### config.mk
export PLATFORM = sky130hd
export DESIGN_NAME = scalar_exec_top
export DESIGN_NICKNAME = d
export VERILOG_FILES = /design/src/alu_ops_pkg.sv /design/src/core_types_pkg.sv /design/src/bit_scan.sv /design/src/instr_decode.sv /design/src/scalar_alu.sv /design/src/scalar_exec_top.sv /design/src/scalar_reg_file.sv
export VERILOG_INCLUDE_DIRS = /design/src
export SDC_FILE = /design/constraint.sdc
export NUM_CORES = 2
export LEC_CHECK = 0
export BUFFER_PORTS_ARGS = -buffer_cell sky130_fd_sc_hd__buf_2
export CAP_MARGIN = 20
export CELL_PAD_IN_SITES_DETAIL_PLACEMENT = 1
export CELL_PAD_IN_SITES_GLOBAL_PLACEMENT = 1
export CORE_MARGIN = 5
export CORE_UTILIZATION = 38
export DETAILED_ROUTE_END_ITERATION = 8
export PLACE_DENSITY_LB_ADDON = 0.08
export SYNTH_ARGS = -nofsm -noshare
export SYNTH_HDL_FRONTEND = slang
export SYNTH_HIERARCHICAL = 1
export SYNTH_SLANG_ARGS = --single-unit
export TNS_END_PERCENT = 30
### constraint.sdc
create_clock -name clk -period 67.9 [get_ports clk]
set_input_delay 20.37 -clock clk [delete_from_list [all_inputs] [get_ports clk]]
set_output_delay 20.37 -clock clk [all_outputs]
set_load 0.005 [all_outputs]
### src/core_settings.svh
/*
 * Scalar execute slice settings
 * Data width, register count and instruction field widths
 */
`ifndef CORE_SETTINGS_SVH
`define CORE_SETTINGS_SVH

// Register and operand width
`define DATA_WIDTH      32
`define NUM_REGS        32
`define REG_IDX_WIDTH   5

// Immediate field, sign-extended to DATA_WIDTH
`define IMM_WIDTH       10

`endif

### src/alu_ops_pkg.sv
/*
 * ALU operation package
 * Opcode encoding and the grouping of opcodes into result classes
 */
`default_nettype none

package alu_ops_pkg;

    typedef enum logic [5:0] {
        OP_OR     = 6'd0,
        OP_AND    = 6'd1,
        OP_UMINUS = 6'd2,
        OP_XOR    = 6'd3,
        OP_NOT    = 6'd4,
        OP_IADD   = 6'd5,
        OP_ISUB   = 6'd6,
        OP_ASR    = 6'd7,
        OP_LSR    = 6'd8,
        OP_LSL    = 6'd9,
        OP_CLZ    = 6'd10,
        OP_CTZ    = 6'd11,
        OP_COPY   = 6'd12,
        OP_EQUAL  = 6'd13,
        OP_NEQUAL = 6'd14,
        OP_SIGTR  = 6'd15,
        OP_SIGTE  = 6'd16,
        OP_SILT   = 6'd17,
        OP_SILTE  = 6'd18,
        OP_UIGTR  = 6'd19,
        OP_UIGTE  = 6'd20,
        OP_UILT   = 6'd21,
        OP_UILTE  = 6'd22
    } alu_op_e;

    typedef enum logic [1:0] {
        LOGIC   = 2'd0,
        ARITH   = 2'd1,
        SHIFT   = 2'd2,
        COMPARE = 2'd3
    } op_class_e;

    // Bit scans sit with the shifts; illegal codes fall into LOGIC
    function automatic op_class_e op_class(alu_op_e op);
        if (op >= OP_EQUAL && op <= OP_UILTE)
            return COMPARE;
        else if (op == OP_UMINUS || op == OP_IADD || op == OP_ISUB)
            return ARITH;
        else if (op >= OP_ASR && op <= OP_CTZ)
            return SHIFT;
        else
            return LOGIC;
    endfunction

endpackage

`default_nettype wire

### src/core_types_pkg.sv
/*
 * Core types package
 * Instruction word, decoded operation and writeback record
 */
`default_nettype none
`include "core_settings.svh"

package core_types_pkg;

    // Field order from the top: op, dest, src1, src2, use_imm, imm
    typedef struct packed {
        alu_ops_pkg::alu_op_e       op;
        logic [`REG_IDX_WIDTH-1:0]  dest;
        logic [`REG_IDX_WIDTH-1:0]  src1;
        logic [`REG_IDX_WIDTH-1:0]  src2;
        logic                       use_imm;
        logic [`IMM_WIDTH-1:0]      imm;
    } instr_t;

    typedef struct packed {
        alu_ops_pkg::alu_op_e       op;
        logic [`REG_IDX_WIDTH-1:0]  dest;
        logic [`REG_IDX_WIDTH-1:0]  src1;
        logic [`REG_IDX_WIDTH-1:0]  src2;
        logic                       use_imm;
        logic [`DATA_WIDTH-1:0]     imm;
        logic                       legal;
    } decoded_t;

    typedef struct packed {
        logic                       valid;
        logic [`REG_IDX_WIDTH-1:0]  dest;
        logic [`DATA_WIDTH-1:0]     value;
    } writeback_t;

endpackage

`default_nettype wire

### src/bit_scan.sv
/*
 * Bit scan
 * Leading and trailing zero counts of one data word
 */
`timescale 1ns/100ps
`default_nettype none
`include "core_settings.svh"

module bit_scan (
    input  wire [`DATA_WIDTH-1:0]   value_i,
    output logic [6:0]              leading_zeros_o,
    output logic [6:0]              trailing_zeros_o
);

    // Walk down from the MSB until the first set bit
    always_comb
    begin
        logic found;
        found = 1'b0;
        leading_zeros_o = '0;
        for (int i = `DATA_WIDTH - 1; i >= 0; i--)
        begin
            if (value_i[i])
                found = 1'b1;
            else if (!found)
                leading_zeros_o = leading_zeros_o + 7'd1;
        end
    end

    // Same walk from the LSB up
    always_comb
    begin
        logic found;
        found = 1'b0;
        trailing_zeros_o = '0;
        for (int i = 0; i < `DATA_WIDTH; i++)
        begin
            if (value_i[i])
                found = 1'b1;
            else if (!found)
                trailing_zeros_o = trailing_zeros_o + 7'd1;
        end
    end

endmodule

`default_nettype wire

### src/instr_decode.sv
/*
 * Instruction decoder
 * Field split, opcode legality check and immediate sign extension
 */
`timescale 1ns/100ps
`default_nettype none
`include "core_settings.svh"

module instr_decode (
    input  wire core_types_pkg::instr_t     instr_i,
    output core_types_pkg::decoded_t        decoded_o
);

    localparam int EXT_W = `DATA_WIDTH - `IMM_WIDTH;

    logic                   imm_sign;
    logic [`DATA_WIDTH-1:0] imm_ext;
    logic                   op_defined;

    assign imm_sign = instr_i.imm[`IMM_WIDTH-1];
    assign imm_ext  = {{EXT_W{imm_sign}}, instr_i.imm};

    // Defined codes are packed from zero up to the last compare
    assign op_defined = instr_i.op <= alu_ops_pkg::OP_UILTE;

    always_comb
    begin
        decoded_o.op      = instr_i.op;
        decoded_o.dest    = instr_i.dest;
        decoded_o.src1    = instr_i.src1;
        decoded_o.src2    = instr_i.src2;
        decoded_o.use_imm = instr_i.use_imm;
        decoded_o.imm     = imm_ext;
        decoded_o.legal   = op_defined;
    end

endmodule

`default_nettype wire

### src/scalar_alu.sv
/*
 * Scalar ALU
 * Single-cycle logic, arithmetic, shift, bit scan and compare operations
 */
`timescale 1ns/100ps
`default_nettype none
`include "core_settings.svh"

module scalar_alu (
    input  wire alu_ops_pkg::alu_op_e   op_i,
    input  wire [`DATA_WIDTH-1:0]       operand1_i,
    input  wire [`DATA_WIDTH-1:0]       operand2_i,
    output logic [`DATA_WIDTH-1:0]      result_o
);

    localparam int SHAMT_W = $clog2(`DATA_WIDTH);

    logic [`DATA_WIDTH:0]   diff_ext;
    logic [`DATA_WIDTH-1:0] difference;
    logic                   borrow;
    logic                   negative;
    logic                   overflow;
    logic                   equal;
    logic                   signed_lt;
    logic [SHAMT_W-1:0]     shamt;
    logic [6:0]             lead_zeros;
    logic [6:0]             trail_zeros;
    logic [`DATA_WIDTH-1:0] logic_res;
    logic [`DATA_WIDTH-1:0] arith_res;
    logic [`DATA_WIDTH-1:0] shift_res;
    logic                   cmp_bit;

    bit_scan scan_i (
        .value_i          (operand2_i),
        .leading_zeros_o  (lead_zeros),
        .trailing_zeros_o (trail_zeros)
    );

    // One extra bit keeps the unsigned borrow
    assign diff_ext   = {1'b0, operand1_i} - {1'b0, operand2_i};
    assign difference = diff_ext[`DATA_WIDTH-1:0];
    assign borrow     = diff_ext[`DATA_WIDTH];
    assign negative   = difference[`DATA_WIDTH-1];
    assign overflow   = (operand1_i[`DATA_WIDTH-1] != operand2_i[`DATA_WIDTH-1])
                        && (difference[`DATA_WIDTH-1] != operand1_i[`DATA_WIDTH-1]);
    assign equal      = difference == '0;
    assign signed_lt  = negative ^ overflow;
    assign shamt      = operand2_i[SHAMT_W-1:0];

    always_comb
    begin
        case (op_i)
            alu_ops_pkg::OP_OR:   logic_res = operand1_i | operand2_i;
            alu_ops_pkg::OP_AND:  logic_res = operand1_i & operand2_i;
            alu_ops_pkg::OP_XOR:  logic_res = operand1_i ^ operand2_i;
            alu_ops_pkg::OP_NOT:  logic_res = ~operand2_i;
            alu_ops_pkg::OP_COPY: logic_res = operand2_i;
            default:              logic_res = '0;
        endcase
    end

    always_comb
    begin
        case (op_i)
            alu_ops_pkg::OP_UMINUS: arith_res = -operand2_i;
            alu_ops_pkg::OP_IADD:   arith_res = operand1_i + operand2_i;
            default:                arith_res = difference;
        endcase
    end

    always_comb
    begin
        case (op_i)
            alu_ops_pkg::OP_ASR: shift_res = $signed(operand1_i) >>> shamt;
            alu_ops_pkg::OP_LSR: shift_res = operand1_i >> shamt;
            // Large shift amounts clear the word
            alu_ops_pkg::OP_LSL: shift_res = |operand2_i[`DATA_WIDTH-1:SHAMT_W] ? '0
                                             : operand1_i << shamt;
            alu_ops_pkg::OP_CLZ: shift_res = {{(`DATA_WIDTH-7){1'b0}}, lead_zeros};
            default:             shift_res = {{(`DATA_WIDTH-7){1'b0}}, trail_zeros};
        endcase
    end

    always_comb
    begin
        case (op_i)
            alu_ops_pkg::OP_EQUAL:  cmp_bit = equal;
            alu_ops_pkg::OP_NEQUAL: cmp_bit = ~equal;
            alu_ops_pkg::OP_SIGTR:  cmp_bit = ~signed_lt & ~equal;
            alu_ops_pkg::OP_SIGTE:  cmp_bit = ~signed_lt;
            alu_ops_pkg::OP_SILT:   cmp_bit = signed_lt;
            alu_ops_pkg::OP_SILTE:  cmp_bit = signed_lt | equal;
            alu_ops_pkg::OP_UIGTR:  cmp_bit = ~borrow & ~equal;
            alu_ops_pkg::OP_UIGTE:  cmp_bit = ~borrow;
            alu_ops_pkg::OP_UILT:   cmp_bit = borrow;
            default:                cmp_bit = borrow | equal;
        endcase
    end

    always_comb
    begin
        case (alu_ops_pkg::op_class(op_i))
            alu_ops_pkg::ARITH:   result_o = arith_res;
            alu_ops_pkg::SHIFT:   result_o = shift_res;
            alu_ops_pkg::COMPARE: result_o = {{(`DATA_WIDTH-1){1'b0}}, cmp_bit};
            default:              result_o = logic_res;
        endcase
    end

endmodule

`default_nettype wire

### src/scalar_exec_top.sv
/*
 * Scalar execute slice
 * Decode, register read, ALU and registered writeback in one cycle
 */
`timescale 1ns/100ps
`default_nettype none
`include "core_settings.svh"

module scalar_exec_top (
    input  wire                         clk,
    input  wire                         reset_i,
    input  wire                         issue_i,
    input  wire core_types_pkg::instr_t instr_i,
    output core_types_pkg::writeback_t  wb_o,
    output logic                        illegal_o
);

    core_types_pkg::decoded_t   dec;
    logic [`DATA_WIDTH-1:0]     src1_data;
    logic [`DATA_WIDTH-1:0]     src2_data;
    logic [`DATA_WIDTH-1:0]     operand2;
    logic [`DATA_WIDTH-1:0]     alu_result;
    logic                       wr_en;
    logic                       wb_valid_q;
    logic                       illegal_q;
    logic [`REG_IDX_WIDTH-1:0]  wb_dest_q;
    logic [`DATA_WIDTH-1:0]     wb_value_q;

    instr_decode decode_i (
        .instr_i   (instr_i),
        .decoded_o (dec)
    );

    scalar_reg_file regs_i (
        .clk        (clk),
        .reset_i    (reset_i),
        .rd_idx1_i  (dec.src1),
        .rd_idx2_i  (dec.src2),
        .rd_data1_o (src1_data),
        .rd_data2_o (src2_data),
        .wr_en_i    (wr_en),
        .wr_idx_i   (dec.dest),
        .wr_data_i  (alu_result)
    );

    assign operand2 = dec.use_imm ? dec.imm : src2_data;

    scalar_alu alu_i (
        .op_i       (dec.op),
        .operand1_i (src1_data),
        .operand2_i (operand2),
        .result_o   (alu_result)
    );

    assign wr_en = issue_i & dec.legal;

    always_ff @(posedge clk)
    begin
        if (reset_i)
        begin
            wb_valid_q <= 1'b0;
            illegal_q  <= 1'b0;
        end
        else
        begin
            wb_valid_q <= wr_en;
            illegal_q  <= issue_i & ~dec.legal;
        end
    end

    // Same edge as the register file write
    always_ff @(posedge clk)
    begin
        if (wr_en)
        begin
            wb_dest_q  <= dec.dest;
            wb_value_q <= alu_result;
        end
    end

    assign wb_o.valid = wb_valid_q;
    assign wb_o.dest  = wb_dest_q;
    assign wb_o.value = wb_value_q;
    assign illegal_o  = illegal_q;

endmodule

`default_nettype wire

### src/scalar_reg_file.sv
/*
 * Scalar register file
 * Two combinational read ports and one clocked write port
 */
`timescale 1ns/100ps
`default_nettype none
`include "core_settings.svh"

module scalar_reg_file (
    input  wire                         clk,
    input  wire                         reset_i,
    input  wire [`REG_IDX_WIDTH-1:0]    rd_idx1_i,
    input  wire [`REG_IDX_WIDTH-1:0]    rd_idx2_i,
    output logic [`DATA_WIDTH-1:0]      rd_data1_o,
    output logic [`DATA_WIDTH-1:0]      rd_data2_o,
    input  wire                         wr_en_i,
    input  wire [`REG_IDX_WIDTH-1:0]    wr_idx_i,
    input  wire [`DATA_WIDTH-1:0]       wr_data_i
);

    logic [`DATA_WIDTH-1:0] regs_q [`NUM_REGS];

    // All registers read as zero after reset
    always_ff @(posedge clk)
    begin
        if (reset_i)
        begin
            for (int i = 0; i < `NUM_REGS; i++)
                regs_q[i] <= '0;
        end
        else if (wr_en_i)
        begin
            regs_q[wr_idx_i] <= wr_data_i;
        end
    end

    // Reads see the array as it stands, no bypass
    assign rd_data1_o = regs_q[rd_idx1_i];
    assign rd_data2_o = regs_q[rd_idx2_i];

endmodule

`default_nettype wire

==> out/metrics.cfg <==
[outcome]
status = complete, no violations

[floorplan]
start_util_pct = 38.19
die_h_microns = 471.7
num_rows = 169
die-width_microns = 471.7
ios = 74
dieArea_sq_mm = 0.2225
core_area_sq_mm = 0.2121

[setup_path]
start_kind = primary input
worstSetupEndpoint = regs_i/regs_q[18][6]
worst_r2r_path_depth = 118
path_max_fanout = 61
r2r-start = regs_i/regs_q[7][0]
crit_type = primary input to register
cpPeakStageDelay_ns = 0.76
end_kind = register
r2r_end = regs_i/regs_q[18][6]
crit_top_cell = ha_1
cp_top_family = compound AO/OA/AOI/OAI gates
worstSetupStartpoint = instr_i[12]
cp.buffers_inverters = 7
cp_num_cells = 120
ff2ff_setup_slack_ns = 44.84
critPathSlowestCell = xnor2_1
worstPathRequired_ns = 68.53
crit_arrival_ns = 44.27

[drt]
drcViolationCount = 0
wl_per_cell_microns = 32.83
vias = 67130
firstDrtPassIters = 6
drt_iter0_markers = 6824
viasPerCell = 6.261
ant_nets = 0
wl_microns = 352000

[timing]
fmax_mhz = 22.91
slew_headroom_pct = 23.00
timing.setup.tns_ns = 0
period_share_pct = 64.27
tightest_slew_ns = 1.155
slew_viol_final = 0
grt_setup_unrepaired = false
final.setup.worst_slack_ns = 24.26
period_needed_ns = 43.64
finalHoldViolCount = 0
holdWs_ns = 1.648
setup_viol = 0
fin_skew_ns = 0.03483

[clock_network]
clk_pin_slew_ns = 0.07
cts_hold_buf = 0
cts.repair_timing.setup_buffer_count = 0
cts_buffer_depth = 3
htree_levels = 4
clock_sinks = 1063
root_buffer = clkbuf_16
numCtsBuffers = 131
tritoncts = built
clk_latency_ns = 0.79
ctsResizeCount = 0

[finish]
syn2layout_area_growth_pct = 7.757
drive_above_1_share_pct = 10.13
final_common_cell = mux2i_1
fin_area_sq_mm = 0.08727
fin_nets = 7986
layout_common_cells = 1130 x mux2i_1, 1061 x edfxtp_1, 1056 x and2_1
final_util_pct = 41.15

[logic_synthesis]
synth.top_cell.area_share_pct = 39.34
yosysWarnings = 6
syn_area_sq_mm = 0.08099
netlist_instances = 8100
async_flop_share_pct = 0
yosys.cell_types.count = 132
synth_area_leaders = edfxtp_1 39%, mux2i_1 14%, and2_1 8.2%, a21oi_1 2.6%, ha_1 2.4%
synth.net_count = 8294
synth_edf_count = 1061
ys_seq_elements = 1063
synth_top_flop_cell = edfxtp_1
syn_avg_cell_area_sq_um = 9.998
synth_top_area_cell = edfxtp_1
yosysSeqAreaShare_pct = 39.39

[placement]
place.gp.congestion = 0.8984
post-place-ws_ns = 23.55
dp.final_hpwl_microns = 226300
io_buffers = 73
place_area_sq_mm = 0.08300

[global_route]
antenna_found_initial = 31
grt_use_total_pct = 30.51
grt_overflow = 0
grt_pass1_wl_microns = 498900
grt_pass1_vias = 66940
grt_start_max_net_pins = 115

[pwr]
p_leak_nw = 34.33
power.density_mw_per_mm2 = 23.70
ir_worst_vdd_mv = 0.02684

[hold_path]
worstHoldPathType = register to register

[run]
drv_cap = 0

==> where the power goes <==
part,switching (mW),internal (mW),total (mW),leakage [nW]
Clock,0.295,0.408,0.702,2.02
Combinational,0.416,0.193,0.609,21.3
Sequential,0.0123,0.745,0.757,11.0
==> synthesized netlist by cell type (62+ instances only) <==
library cell	count
mux2i_1	1130
edfxtp_1	1061
and2_1	1059
nand2_1	483
a21oi_1	420
nor2_1	397
clkbuf_1	336
nand3_1	297
o21ai_0	252
xnor2_1	219
a22oi_1	217
nor3_1	165
ha_1	156
buf_4	137
a22o_1	133
inv_1	131
a31oi_1	93
buf_2	78
clkbuf_2	66
xor2_1	62
==> how the worst min path moves through the flow <==
stage	startpoint	end	slack, ns	cells past startpoint
3_5_place_dp	regs_i/regs_q[25][16]	wb_value_q[16]	1.63	9
3_3_place_gp	regs_i/regs_q[25][16]	wb_value_q[16]	1.63	9
2_1_floorplan	regs_i/regs_q[16][5]	wb_value_q[5]	1.13	7
4_1_cts	regs_i/regs_q[25][16]	wb_value_q[16]	1.64	9
6_report	regs_i/regs_q[25][17]	wb_value_q[17]	1.65	9
5_1_grt	regs_i/regs_q[27][16]	wb_value_q[16]	1.70	9
==> cell type report <==
cell class,instances,area (sq um)
fillers,23420,124800
multi-input cells,6179,45080
flip-flops and latches,1063,31900
clock buffers,168,3545
well taps,2821,3530
repair buffers,277,2021
clock inverters,62,635.6
inverters,140,525.5
diodes,12,30.03
==> sequential cells by signal (all words and copies together) (netlist names) <==
signal,count
regs_i/regs_q,1024
wb_value_q,32
wb_dest_q,5
illegal_o,1
wb_valid_q,1
==> tightest hold or removal path, delay by kind of cell (launching register included) <==
kind,cells,cell delay (ns)
DFF,1,0.34
AOI/OAI and AO/OA,4,0.38
and+or+nand+nor,3,0.35
muxes,2,0.45
==> routing by layer <==
| metal | global-route usage (%) | vias to the layer above | part of all wire, % |
|---|---|---|---|
| met3 | 4.541 | 490 | 7.1 |
| met2 | 47.88 | 2689 | 44 |
| met4 | 9.129 | 0 | 3.1 |
| met1 | 43.56 | 34850 | 45 |
| li1 | - | 29100 | - |
| met5 | 0 | - | 0 |
==> through the flow <==
| step | power (mW) | instances |
|---|---|---|
| floorplan | 1.161 | 8100 |
| global route | 2.147 | 10710 |
| CTS | 2.069 | 10710 |
| detailed placement | 1.365 | 10480 |
| finish | 2.068 | 10720 |
| global placement | 1.357 | 10470 |
==> logic make-up after synthesis <==
family | Yosys count | synth area share, %
AO/OA/AOI/OAI | 1587 | 13.16
XOR/XNOR | 339 | 4.510
adder cells (fa/ha/maj) | 161 | 2.509
buffers and inverters | 858 | 5.386
flip-flops | 1063 | 39.39
multiplexers | 1218 | 15.63
AND/OR/NAND/NOR | 2874 | 19.41
No activity file was read; power rests on OpenSTA's default activity.
